==> src/verilog/fir_host_pkg.sv <==
// Host link widths and MMIO word addresses for a line narrowed to one 64-bit word
package fir_host_pkg;

  // Channel payload types
  typedef logic [15:0] t_mmio_addr;
  typedef logic [63:0] t_mmio_data;
  typedef logic [8:0]  t_tid;
  typedef logic [41:0] t_line_addr;
  typedef logic [63:0] t_line_data;

  // Reads below this word address belong to the CSR block
  localparam t_mmio_addr CSR_SPACE_LIMIT = 16'h0400;

  // Device feature header and accelerator ID
  localparam logic [63:0]  DFH_VALUE = 64'h1000_0000_1000_0000;
  localparam logic [127:0] AFU_ID    = 128'hC000C966_0D82_4272_9AEF_FE5F84570612;

  // Read-only feature list, in 32-bit word units
  localparam t_mmio_addr DFH_ADDR     = 16'h0000;
  localparam t_mmio_addr ID_LOW_ADDR  = 16'h0002;
  localparam t_mmio_addr ID_HIGH_ADDR = 16'h0004;
  localparam t_mmio_addr RSVD0_ADDR   = 16'h0006;
  localparam t_mmio_addr RSVD1_ADDR   = 16'h0008;

  // Writable registers
  localparam t_mmio_addr DSM_ADDR     = 16'h0020;
  localparam t_mmio_addr CONTROL_ADDR = 16'h0024;
  // Buffer i address at base + 4i, its size 2 words above
  localparam t_mmio_addr BUFFER_ADDR_BASE = 16'h0030;

endpackage
==> src/verilog/fir_pkg.sv <==
// Filter job types for two buffers only, buffer 0 input and buffer 1 output
package fir_pkg;

  localparam int HC_BUFFER_SIZE = 2;

  // Only bit 0 of the control word is used
  typedef struct packed {
    logic [30:0] rsvd;
    logic        run;
  } t_hc_control;

  // Address and size both in lines
  typedef struct packed {
    fir_host_pkg::t_line_addr address;
    logic [31:0]              size;
  } t_hc_buffer;

  typedef logic signed [15:0] t_sample;

  localparam int SAMPLES_PER_LINE = 4;
  localparam int FIR_TAPS         = 4;

  // Tap k weights the sample k positions back, unity gain after the shift
  localparam t_sample FIR_COEFF [FIR_TAPS] = '{16'sd96, 16'sd80, 16'sd48, 16'sd32};
  localparam int      FIR_SHIFT            = 8;

  localparam fir_host_pkg::t_line_data DONE_WORD = 64'd1;

  // Both data FIFOs
  localparam int FIFO_DEPTH   = 8;
  localparam int FIFO_COUNT_W = $clog2(FIFO_DEPTH + 1);

endpackage

==> src/verilog/fir_afu.sv <==
// Read responses must return in request order and only one job runs at a time
`timescale 1ns/100ps

module fir_afu (
  input  logic                     clk,
  input  logic                     reset,
  // MMIO channels
  input  logic                     mmio_rd_valid,
  input  logic                     mmio_wr_valid,
  input  fir_host_pkg::t_mmio_addr mmio_addr,
  input  fir_host_pkg::t_tid       mmio_tid,
  input  fir_host_pkg::t_mmio_data mmio_wdata,
  output logic                     mmio_rsp_valid,
  output fir_host_pkg::t_tid       mmio_rsp_tid,
  output fir_host_pkg::t_mmio_data mmio_rsp_data,
  // Memory read
  output logic                     rd_req_valid,
  output fir_host_pkg::t_line_addr rd_req_addr,
  input  logic                     rd_alm_full,
  input  logic                     rd_rsp_valid,
  input  fir_host_pkg::t_line_data rd_rsp_data,
  // Memory write
  output logic                     wr_req_valid,
  output fir_host_pkg::t_line_addr wr_req_addr,
  output fir_host_pkg::t_line_data wr_req_data,
  input  logic                     wr_alm_full,
  input  logic                     wr_rsp_valid
);
  import fir_host_pkg::*;
  import fir_pkg::*;

  t_hc_control hc_control;
  t_line_addr  hc_dsm_base;
  t_hc_buffer  hc_buffer [HC_BUFFER_SIZE];

  logic       afu_rd_req_valid;
  t_line_addr afu_rd_req_addr;
  logic       afu_wr_req_valid;
  t_line_addr afu_wr_req_addr;
  t_line_data afu_wr_req_data;
  logic       afu_rd_alm_full;
  logic       afu_wr_alm_full;
  logic       afu_wr_rsp_valid;
  logic       job_start;

  logic                    in_pop;
  logic                    in_empty;
  t_line_data              in_data;
  logic [FIFO_COUNT_W-1:0] in_count;
  logic                    out_push;
  logic                    out_pop;
  logic                    out_empty;
  logic                    out_full;
  t_line_data              filt_data;
  t_line_data              out_data;

  fir_csr u_csr (
    .clk, .reset,
    .mmio_rd_valid, .mmio_wr_valid, .mmio_addr, .mmio_tid, .mmio_wdata,
    .mmio_rsp_valid, .mmio_rsp_tid, .mmio_rsp_data,
    .hc_control, .hc_dsm_base, .hc_buffer,
    .afu_rd_req_valid, .afu_rd_req_addr,
    .afu_wr_req_valid, .afu_wr_req_addr, .afu_wr_req_data,
    .afu_rd_alm_full, .afu_wr_alm_full, .afu_wr_rsp_valid,
    .rd_req_valid, .rd_req_addr,
    .wr_req_valid, .wr_req_addr, .wr_req_data,
    .rd_alm_full, .wr_alm_full, .wr_rsp_valid
  );

  fir_fetch u_fetch (
    .clk, .reset,
    .hc_control,
    .hc_buffer_in (hc_buffer[0]),
    .rd_alm_full  (afu_rd_alm_full),
    .fifo_count   (in_count),
    .rd_rsp_valid,
    .rd_req_valid (afu_rd_req_valid),
    .rd_req_addr  (afu_rd_req_addr),
    .job_start
  );

  // Read data lands here in request order
  fir_fifo #(.t_payload(t_line_data), .DEPTH(FIFO_DEPTH)) u_in_fifo (
    .clk, .reset,
    .push (rd_rsp_valid), .push_data (rd_rsp_data),
    .pop (in_pop), .pop_data (in_data),
    .empty (in_empty), .full (), .count (in_count)
  );

  fir_filter u_filter (
    .clk, .reset, .job_start,
    .in_empty, .in_data, .in_pop,
    .out_full, .out_push, .out_data (filt_data)
  );

  fir_fifo #(.t_payload(t_line_data), .DEPTH(FIFO_DEPTH)) u_out_fifo (
    .clk, .reset,
    .push (out_push), .push_data (filt_data),
    .pop (out_pop), .pop_data (out_data),
    .empty (out_empty), .full (out_full), .count ()
  );

  fir_store u_store (
    .clk, .reset, .job_start,
    .hc_buffer_out (hc_buffer[1]),
    .hc_dsm_base,
    .in_empty      (out_empty),
    .in_data       (out_data),
    .in_pop        (out_pop),
    .wr_alm_full   (afu_wr_alm_full),
    .wr_rsp_valid  (afu_wr_rsp_valid),
    .wr_req_valid  (afu_wr_req_valid),
    .wr_req_addr   (afu_wr_req_addr),
    .wr_req_data   (afu_wr_req_data)
  );

endmodule

==> src/verilog/fir_store.sv <==
// The next job must start only after the completion write has been acknowledged
`timescale 1ns/100ps

module fir_store (
  input  logic                     clk,
  input  logic                     reset,
  input  logic                     job_start,
  input  fir_pkg::t_hc_buffer      hc_buffer_out,
  input  fir_host_pkg::t_line_addr hc_dsm_base,
  input  logic                     in_empty,
  input  fir_host_pkg::t_line_data in_data,
  output logic                     in_pop,
  input  logic                     wr_alm_full,
  input  logic                     wr_rsp_valid,
  output logic                     wr_req_valid,
  output fir_host_pkg::t_line_addr wr_req_addr,
  output fir_host_pkg::t_line_data wr_req_data
);
  import fir_host_pkg::*;
  import fir_pkg::*;

  logic        active;
  logic [31:0] wr_left;
  logic [31:0] ack_left;
  t_line_addr  line_addr;
  t_line_addr  dsm_addr;
  logic        dsm_go;

  // Result writes first, then one completion write once all acks are in
  assign in_pop = active && (wr_left != '0) && !in_empty && !wr_alm_full;
  assign dsm_go = active && (wr_left == '0) && (ack_left == '0) && !wr_alm_full;

  assign wr_req_valid = in_pop || dsm_go;
  assign wr_req_addr  = dsm_go ? dsm_addr : line_addr;
  assign wr_req_data  = dsm_go ? DONE_WORD : in_data;

  always_ff @(posedge clk) begin
    if (reset) begin
      active   <= 1'b0;
      wr_left  <= '0;
      ack_left <= '0;
    end else if (job_start) begin
      active   <= 1'b1;
      wr_left  <= hc_buffer_out.size;
      ack_left <= hc_buffer_out.size;
    end else begin
      if (in_pop)
        wr_left <= wr_left - 1'b1;
      // The completion write's own ack finds the counter at zero
      if (wr_rsp_valid && ack_left != '0)
        ack_left <= ack_left - 1'b1;
      if (dsm_go)
        active <= 1'b0;
    end
  end

  always_ff @(posedge clk) begin
    if (job_start) begin
      line_addr <= hc_buffer_out.address;
      dsm_addr  <= hc_dsm_base;
    end else if (in_pop) begin
      line_addr <= line_addr + 1'b1;
    end
  end

endmodule

==> src/verilog/fir_filter.sv <==
// Four-tap FIR on four signed samples per word, results truncated to 16 bits without saturation
`timescale 1ns/100ps

module fir_filter (
  input  logic                     clk,
  input  logic                     reset,
  input  logic                     job_start,
  input  logic                     in_empty,
  input  fir_host_pkg::t_line_data in_data,
  output logic                     in_pop,
  input  logic                     out_full,
  output logic                     out_push,
  output fir_host_pkg::t_line_data out_data
);
  import fir_host_pkg::*;
  import fir_pkg::*;

  localparam int HIST   = FIR_TAPS - 1;
  localparam int WINDOW = SAMPLES_PER_LINE + HIST;

  // hist[0] is the newest sample of the previous word
  t_sample             hist [HIST];
  t_sample             window [WINDOW];
  logic signed [33:0]  acc;
  t_line_data          result;
  logic                out_valid;

  // Result register drains whenever the output FIFO has room
  assign out_push = out_valid && !out_full;
  assign in_pop   = !in_empty && (!out_valid || !out_full);

  always_comb begin
    for (int i = 0; i < HIST; i++) begin
      window[i] = hist[HIST - 1 - i];
    end
    for (int m = 0; m < SAMPLES_PER_LINE; m++) begin
      window[HIST + m] = t_sample'(in_data[16*m +: 16]);
    end
    for (int n = 0; n < SAMPLES_PER_LINE; n++) begin
      acc = '0;
      for (int k = 0; k < FIR_TAPS; k++) begin
        acc = acc + FIR_COEFF[k] * window[HIST + n - k];
      end
      result[16*n +: 16] = 16'(acc >>> FIR_SHIFT);
    end
  end

  always_ff @(posedge clk) begin
    if (reset || job_start) begin
      for (int i = 0; i < HIST; i++) begin
        hist[i] <= '0;
      end
    end else if (in_pop) begin
      for (int i = 0; i < HIST; i++) begin
        hist[i] <= window[WINDOW - 1 - i];
      end
    end
  end

  always_ff @(posedge clk) begin
    if (reset)
      out_valid <= 1'b0;
    else if (in_pop)
      out_valid <= 1'b1;
    else if (out_push)
      out_valid <= 1'b0;
  end

  always_ff @(posedge clk) begin
    if (in_pop)
      out_data <= result;
  end

endmodule

==> src/verilog/fir_fetch.sv <==
// Responses must return in request order and a new run edge must wait for the previous job
`timescale 1ns/100ps

module fir_fetch (
  input  logic                                clk,
  input  logic                                reset,
  input  fir_pkg::t_hc_control                hc_control,
  input  fir_pkg::t_hc_buffer                 hc_buffer_in,
  input  logic                                rd_alm_full,
  input  logic [fir_pkg::FIFO_COUNT_W-1:0]    fifo_count,
  input  logic                                rd_rsp_valid,
  output logic                                rd_req_valid,
  output fir_host_pkg::t_line_addr            rd_req_addr,
  output logic                                job_start
);
  import fir_pkg::*;

  logic                    run_q;
  logic [31:0]             remaining;
  logic [FIFO_COUNT_W-1:0] outstanding;
  // Requests in flight plus words already queued
  logic [FIFO_COUNT_W:0]   in_flight;

  assign job_start = hc_control.run && !run_q;
  assign in_flight = outstanding + fifo_count;

  // Only issue when every response already has a FIFO slot
  assign rd_req_valid = (remaining != '0) && !rd_alm_full && (in_flight < FIFO_DEPTH);

  always_ff @(posedge clk) begin
    if (reset) begin
      run_q       <= 1'b0;
      remaining   <= '0;
      outstanding <= '0;
    end else begin
      run_q <= hc_control.run;
      if (job_start)
        remaining <= hc_buffer_in.size;
      else if (rd_req_valid)
        remaining <= remaining - 1'b1;
      if (rd_req_valid && !rd_rsp_valid)
        outstanding <= outstanding + 1'b1;
      else if (rd_rsp_valid && !rd_req_valid)
        outstanding <= outstanding - 1'b1;
    end
  end

  always_ff @(posedge clk) begin
    if (job_start)
      rd_req_addr <= hc_buffer_in.address;
    else if (rd_req_valid)
      rd_req_addr <= rd_req_addr + 1'b1;
  end

endmodule

==> src/verilog/fir_fifo.sv <==
// First-word-fall-through FIFO, DEPTH a power of two, push when full and pop when empty ignored
`timescale 1ns/100ps

module fir_fifo #(
  parameter type t_payload = logic [63:0],
  parameter int  DEPTH     = 8
) (
  input  logic                         clk,
  input  logic                         reset,
  input  logic                         push,
  input  t_payload                     push_data,
  input  logic                         pop,
  output t_payload                     pop_data,
  output logic                         empty,
  output logic                         full,
  output logic [$clog2(DEPTH+1)-1:0]   count
);
  localparam int PTR_W = $clog2(DEPTH);
  localparam int CNT_W = $clog2(DEPTH + 1);
  localparam logic [CNT_W-1:0] FULL_COUNT = CNT_W'(DEPTH);

  t_payload         mem [DEPTH];
  logic [PTR_W-1:0] wr_ptr;
  logic [PTR_W-1:0] rd_ptr;
  logic             do_push;
  logic             do_pop;

  assign do_push  = push && !full;
  assign do_pop   = pop && !empty;
  assign empty    = (count == '0);
  assign full     = (count == FULL_COUNT);
  assign pop_data = mem[rd_ptr];

  always_ff @(posedge clk) begin
    if (do_push)
      mem[wr_ptr] <= push_data;
  end

  always_ff @(posedge clk) begin
    if (reset) begin
      wr_ptr <= '0;
      rd_ptr <= '0;
      count  <= '0;
    end else begin
      if (do_push)
        wr_ptr <= wr_ptr + 1'b1;
      if (do_pop)
        rd_ptr <= rd_ptr + 1'b1;
      // Simultaneous push and pop leave the count alone
      if (do_push && !do_pop)
        count <= count + 1'b1;
      else if (do_pop && !do_push)
        count <= count - 1'b1;
    end
  end

endmodule

==> src/verilog/fir_csr.sv <==
// Answers feature-list reads below word 0x400 and holds write-only registers with no readback
`timescale 1ns/100ps

module fir_csr (
  input  logic                     clk,
  input  logic                     reset,
  // MMIO request from the host
  input  logic                     mmio_rd_valid,
  input  logic                     mmio_wr_valid,
  input  fir_host_pkg::t_mmio_addr mmio_addr,
  input  fir_host_pkg::t_tid       mmio_tid,
  input  fir_host_pkg::t_mmio_data mmio_wdata,
  // MMIO response to the host
  output logic                     mmio_rsp_valid,
  output fir_host_pkg::t_tid       mmio_rsp_tid,
  output fir_host_pkg::t_mmio_data mmio_rsp_data,
  // Configuration
  output fir_pkg::t_hc_control     hc_control,
  output fir_host_pkg::t_line_addr hc_dsm_base,
  output fir_pkg::t_hc_buffer      hc_buffer [fir_pkg::HC_BUFFER_SIZE],
  // Accelerator side of the memory channels
  input  logic                     afu_rd_req_valid,
  input  fir_host_pkg::t_line_addr afu_rd_req_addr,
  input  logic                     afu_wr_req_valid,
  input  fir_host_pkg::t_line_addr afu_wr_req_addr,
  input  fir_host_pkg::t_line_data afu_wr_req_data,
  output logic                     afu_rd_alm_full,
  output logic                     afu_wr_alm_full,
  output logic                     afu_wr_rsp_valid,
  // Host side of the memory channels
  output logic                     rd_req_valid,
  output fir_host_pkg::t_line_addr rd_req_addr,
  output logic                     wr_req_valid,
  output fir_host_pkg::t_line_addr wr_req_addr,
  output fir_host_pkg::t_line_data wr_req_data,
  input  logic                     rd_alm_full,
  input  logic                     wr_alm_full,
  input  logic                     wr_rsp_valid
);
  import fir_host_pkg::*;
  import fir_pkg::*;

  // Registered MMIO request
  logic       req_rd_valid;
  logic       req_wr_valid;
  t_mmio_addr req_addr;
  t_tid       req_tid;
  t_mmio_data req_wdata;

  logic is_csr_read;

  // Memory channels cross unchanged
  assign rd_req_valid     = afu_rd_req_valid;
  assign rd_req_addr      = afu_rd_req_addr;
  assign wr_req_valid     = afu_wr_req_valid;
  assign wr_req_addr      = afu_wr_req_addr;
  assign wr_req_data      = afu_wr_req_data;
  assign afu_rd_alm_full  = rd_alm_full;
  assign afu_wr_alm_full  = wr_alm_full;
  assign afu_wr_rsp_valid = wr_rsp_valid;

  always_ff @(posedge clk) begin
    if (reset) begin
      req_rd_valid <= 1'b0;
      req_wr_valid <= 1'b0;
    end else begin
      req_rd_valid <= mmio_rd_valid;
      req_wr_valid <= mmio_wr_valid;
    end
  end

  always_ff @(posedge clk) begin
    req_addr  <= mmio_addr;
    req_tid   <= mmio_tid;
    req_wdata <= mmio_wdata;
  end

  assign is_csr_read = req_rd_valid && (req_addr < CSR_SPACE_LIMIT);

  // Feature-list response, second cycle after the read
  always_ff @(posedge clk) begin
    if (reset) begin
      mmio_rsp_valid <= 1'b0;
    end else begin
      mmio_rsp_valid <= is_csr_read;
    end
  end

  always_ff @(posedge clk) begin
    mmio_rsp_tid <= req_tid;
    case (req_addr)
      DFH_ADDR:               mmio_rsp_data <= DFH_VALUE;
      ID_LOW_ADDR:            mmio_rsp_data <= AFU_ID[63:0];
      ID_HIGH_ADDR:           mmio_rsp_data <= AFU_ID[127:64];
      RSVD0_ADDR, RSVD1_ADDR: mmio_rsp_data <= '0;
      default:                mmio_rsp_data <= '0;
    endcase
  end

  // Byte addresses and sizes are kept in lines
  always_ff @(posedge clk) begin
    if (reset) begin
      hc_control  <= '0;
      hc_dsm_base <= '0;
      for (int i = 0; i < HC_BUFFER_SIZE; i++) begin
        hc_buffer[i] <= '0;
      end
    end else if (req_wr_valid) begin
      if (req_addr == DSM_ADDR)
        hc_dsm_base <= t_line_addr'(req_wdata >> 6);
      if (req_addr == CONTROL_ADDR)
        hc_control <= t_hc_control'(req_wdata[31:0]);
      for (int i = 0; i < HC_BUFFER_SIZE; i++) begin
        if (req_addr == BUFFER_ADDR_BASE + t_mmio_addr'(4 * i))
          hc_buffer[i].address <= t_line_addr'(req_wdata >> 6);
        if (req_addr == BUFFER_ADDR_BASE + t_mmio_addr'(4 * i + 2))
          hc_buffer[i].size <= 32'(req_wdata >> 6);
      end
    end
  end

endmodule

==> config.mk <==
export PLATFORM = sky130hd
export DESIGN_NAME = fir_afu
export DESIGN_NICKNAME = d
export VERILOG_FILES = /design/src/verilog/fir_host_pkg.sv /design/src/verilog/fir_pkg.sv /design/src/verilog/fir_afu.sv /design/src/verilog/fir_store.sv /design/src/verilog/fir_filter.sv /design/src/verilog/fir_fetch.sv /design/src/verilog/fir_fifo.sv /design/src/verilog/fir_csr.sv
export SDC_FILE = /design/constraint.sdc
export NUM_CORES = 2
export LEC_CHECK = 0
export BUFFER_PORTS_ARGS = -buffer_cell sky130_fd_sc_hd__buf_2
export CORE_MARGIN = 3
export CORE_UTILIZATION = 40
export DETAILED_ROUTE_END_ITERATION = 10
export HOLD_SLACK_MARGIN = 0.1
export SLEW_MARGIN = 20
export SYNTH_ARGS = -nofsm -noshare
export SYNTH_HDL_FRONTEND = slang
export SYNTH_SLANG_ARGS = --single-unit
==> constraint.sdc <==
create_clock -name clk -period 13.7 [get_ports clk]
set_clock_uncertainty 0.1 [all_clocks]
set_input_delay 2.74 -clock clk [delete_from_list [all_inputs] [get_ports clk]]
set_output_delay 2.74 -clock clk [all_outputs]
set_load 0.005 [all_outputs]
==> metrics.yaml <==
synthesis:
  synth_ff_type: "edfxtp_1"
  synth.most_common_cell: "edfxtp_1"
  synth_edf_count: 1262
  yosysTopAreaCell: "edfxtp_1"
  synth_area_leaders: "edfxtp_1 48%, dfxtp_1 10%, mux4_2 7.3%"
  async_flop_share_pct: 0
  synth_top_area_share_pct: 48.3
  syn-cell-area_sq_um: 78500
  synth_cell_types: 91
  syn_inst: 5909
  synth.yosys.seq_area_share_pct: 58.6
  ys_seq_elements: 1667
  synth_warnings: 0
  syn_avg_cell_area_sq_um: 13.3
  synth_common_cells: "1262 x edfxtp_1, 758 x nand2_1, 405 x dfxtp_1"
place:
  hpwl_mm: 129
  routabilityCongestion: 0.866
  port_buffers: 344
timing:
  timing.fmax_mhz: 114
  slew_headroom_pct: 27.1
  final-setup-viol-count: 0
  fin_crit_sh_pct: 64.1
  report.final.slew_viol_count: 0
  rsz0062_at_grt: "no"
  fin_tns_setup_ps: 0
  min_period_ps: 8780
  finalHoldViolations: 0
  worstMarginPinSlew_ps: 1060
clock_tree:
  clk_latency_ps: 830
  holdBufCountCts: 0
  post_cts_buffers: 0
  clk_pin_slew_ps: 70
  clockBufferDepth: 3
  root_buffer: "clkbuf_16"
  cts_tree: "done"
  cts-buffers-inserted: 175
  cts_resized: 0
  cts_htree_levels: 4
  cts_sinks: 1667
floorplanning:
  die_h_microns: 449
  die_area_sq_um: 202000
  row_count: 162
  die_x_microns: 449
  ioPinCount: 385
  core_area_sq_um: 195000
  initial_core_util_pct: 40.3
critical_path:
  cp.depth: 28
  r2r_cells: 28
  ff2ff_setup_slack_ps: 4920
  critical_path.max_fanout: 100
  crit_path_top_delay_cell: "dfxtp_4"
  endpoint_kind: "flip-flop"
  path_common_cell: "inv_1"
  crit_required_ps: 14170
  startpoint_type: "flip-flop"
  arrival_ps: 9250
  slowest_delay_ps: 720
  critPathKind: "reg -> reg"
  crit_buf_inv: 5
  reg2reg_to: "u_filter.out_data[31]"
  worst_path_dominant_cell_family: "adder cells"
drt:
  routedWlPerCell_microns: 21.4
  via_per_inst: 5.25
  wl_mm: 193
  drtPass1Iterations: 6
  final_antenna_net_count: 0
  drtIter0Drc: 3555
  drc: 0
  vias: 47300
global_route:
  grt_pass1_wl_mm: 295
  grt_max_degree: 102
  grt_usage_pct: 19.0
  grt_pass1_vias: 48200
  overflow: 0
  antenna_found_initial: 30
worst_hold_path:
  holdPathEnd: "u_csr.mmio_rsp_tid[0]"
  hold_start: "u_csr.req_tid[0]"
  hold_class: "reg -> reg"
  hold_depth: 0
outcome:
  status: "completed"
run:
  maxCapViolations: 0
finish:
  drive_above_1_share_pct: 16.2
  finish.net_count: 6924
  area_delta_synth_final_pct: 13.2
  fill_cells: 17500
-- worst reg2reg max path, delay by kind of cell, from the launching register on --
kind,cells,cell delay (ps)
adder cells (fa/ha/maj),6,2320
multiplexers,2,1230
AO/OA/AOI/OAI,8,1970
flip-flops,1,720
AND/OR/NAND/NOR,5,630
buffers and inverters,5,1030
XOR/XNOR,2,540
-- flip-flops by register name (all words and copies together) (netlist names), 4 cells and up, named ones only --
signal and count:
u_csr.mmio_rsp_data 5, u_store.line_addr 42, u_csr.req_addr 16, u_csr.mmio_rsp_tid 9
u_fetch.rd_req_addr 42, u_store.wr_left 32, u_store.ack_left 32, u_in_fifo.mem 512
u_in_fifo.count 4, u_filter.hist 48, u_csr.req_tid 9, u_fetch.remaining 32
u_csr.hc_dsm_base 42, u_out_fifo.mem 512, u_fetch.outstanding 4, u_csr.hc_buffer 148
u_store.dsm_addr 42, u_csr.req_wdata 43, u_out_fifo.count 4, u_filter.out_data 64
-- cells by family after synthesis --
| logic type | Yosys count | synth area share, % |
|---|---|---|
| flip-flops | 1667 | 58.6 |
| AND/OR/NAND/NOR | 1528 | 8.78 |
| AO/OA/AOI/OAI | 816 | 6.11 |
| buffers and inverters | 604 | 3.26 |
| adder cells (fa/ha/maj) | 533 | 9.92 |
| multiplexers | 390 | 9.14 |
| XOR/XNOR | 370 | 4.22 |
| other | 1 | 0.00478 |
-- worst max-delay path by stage --
stage,start,end
floorplan,rd_rsp_valid,u_in_fifo.mem[3][0]
global placement,flip-flop,u_filter.out_data[31]
detailed placement,flip-flop,u_filter.out_data[31]
CTS,flip-flop,u_filter.out_data[31]
global route,flip-flop,u_filter.out_data[31]
finish,flip-flop,u_filter.out_data[31]
-- through the flow --
step / utilization [%] / instance area [sq um] / cells / setup WS [ps] / hold WS [ps]
5_1_grt: 45.6 / 88900 / 8999 / 4210 / 232
2_1_floorplan: - / 78600 / 5927 / 5270 / 210
3_3_place_gp: 42.5 / 82900 / 8675 / 4800 / 209
3_5_place_dp: 42.5 / 83000 / 8675 / 4780 / 213
4_1_cts: 45.6 / 88900 / 8996 / 4800 / 222
6_report: 45.6 / 88900 / 9006 / 4920 / 225
-- cells in the final DEF, fill, tap and decap left out, types with 29 or more instances in the layout --
cell,netlist,routed
edfxtp_1,1262,1262
clkbuf_1,160,30
mux2i_1,89,89
fa_1,149,149
nand2b_1,30,29
ha_1,384,384
nor2b_1,38,36
xor2_1,153,153
clkinv_1,1,34
xnor2_1,212,212
buf_4,59,58
inv_1,322,321
a21oi_1,390,390
nand2_1,758,756
dfxtp_1,405,399
nor2_1,315,310
nand3_1,63,63
and3_1,74,74
clkbuf_16,0,177
mux4_2,256,256
buf_2,13,343
o21bai_1,53,53
mux2_2,44,44
a21o_1,37,37
nor3_1,81,74
o21ai_0,169,168
a211oi_1,37,37
-- layer usage --
layer,up-vias,global-route usage [%],part of all wire (%)
li1,22100,-,-
met1,23900,26.3,45
met2,1057,31.3,48
met3,275,3.07,4.9
met4,14,4.53,2.0
met5,-,0,0.048
-- cell type report --
cell class	count	area, sq um	share of cell area (%)
well taps	2624	3280	3.69
inverters	324	1220	1.38
multi-input cells	3656	30200	34.0
diodes	8	20.0	0.0225
flip-flops and latches	1667	46000	51.8
repair buffers	406	2250	2.53
clock inverters	107	1270	1.43
clock buffers	214	4640	5.22
Power is not shown: default switching activity piles up to over one toggle a cycle in this logic, so the estimate is an artifact.
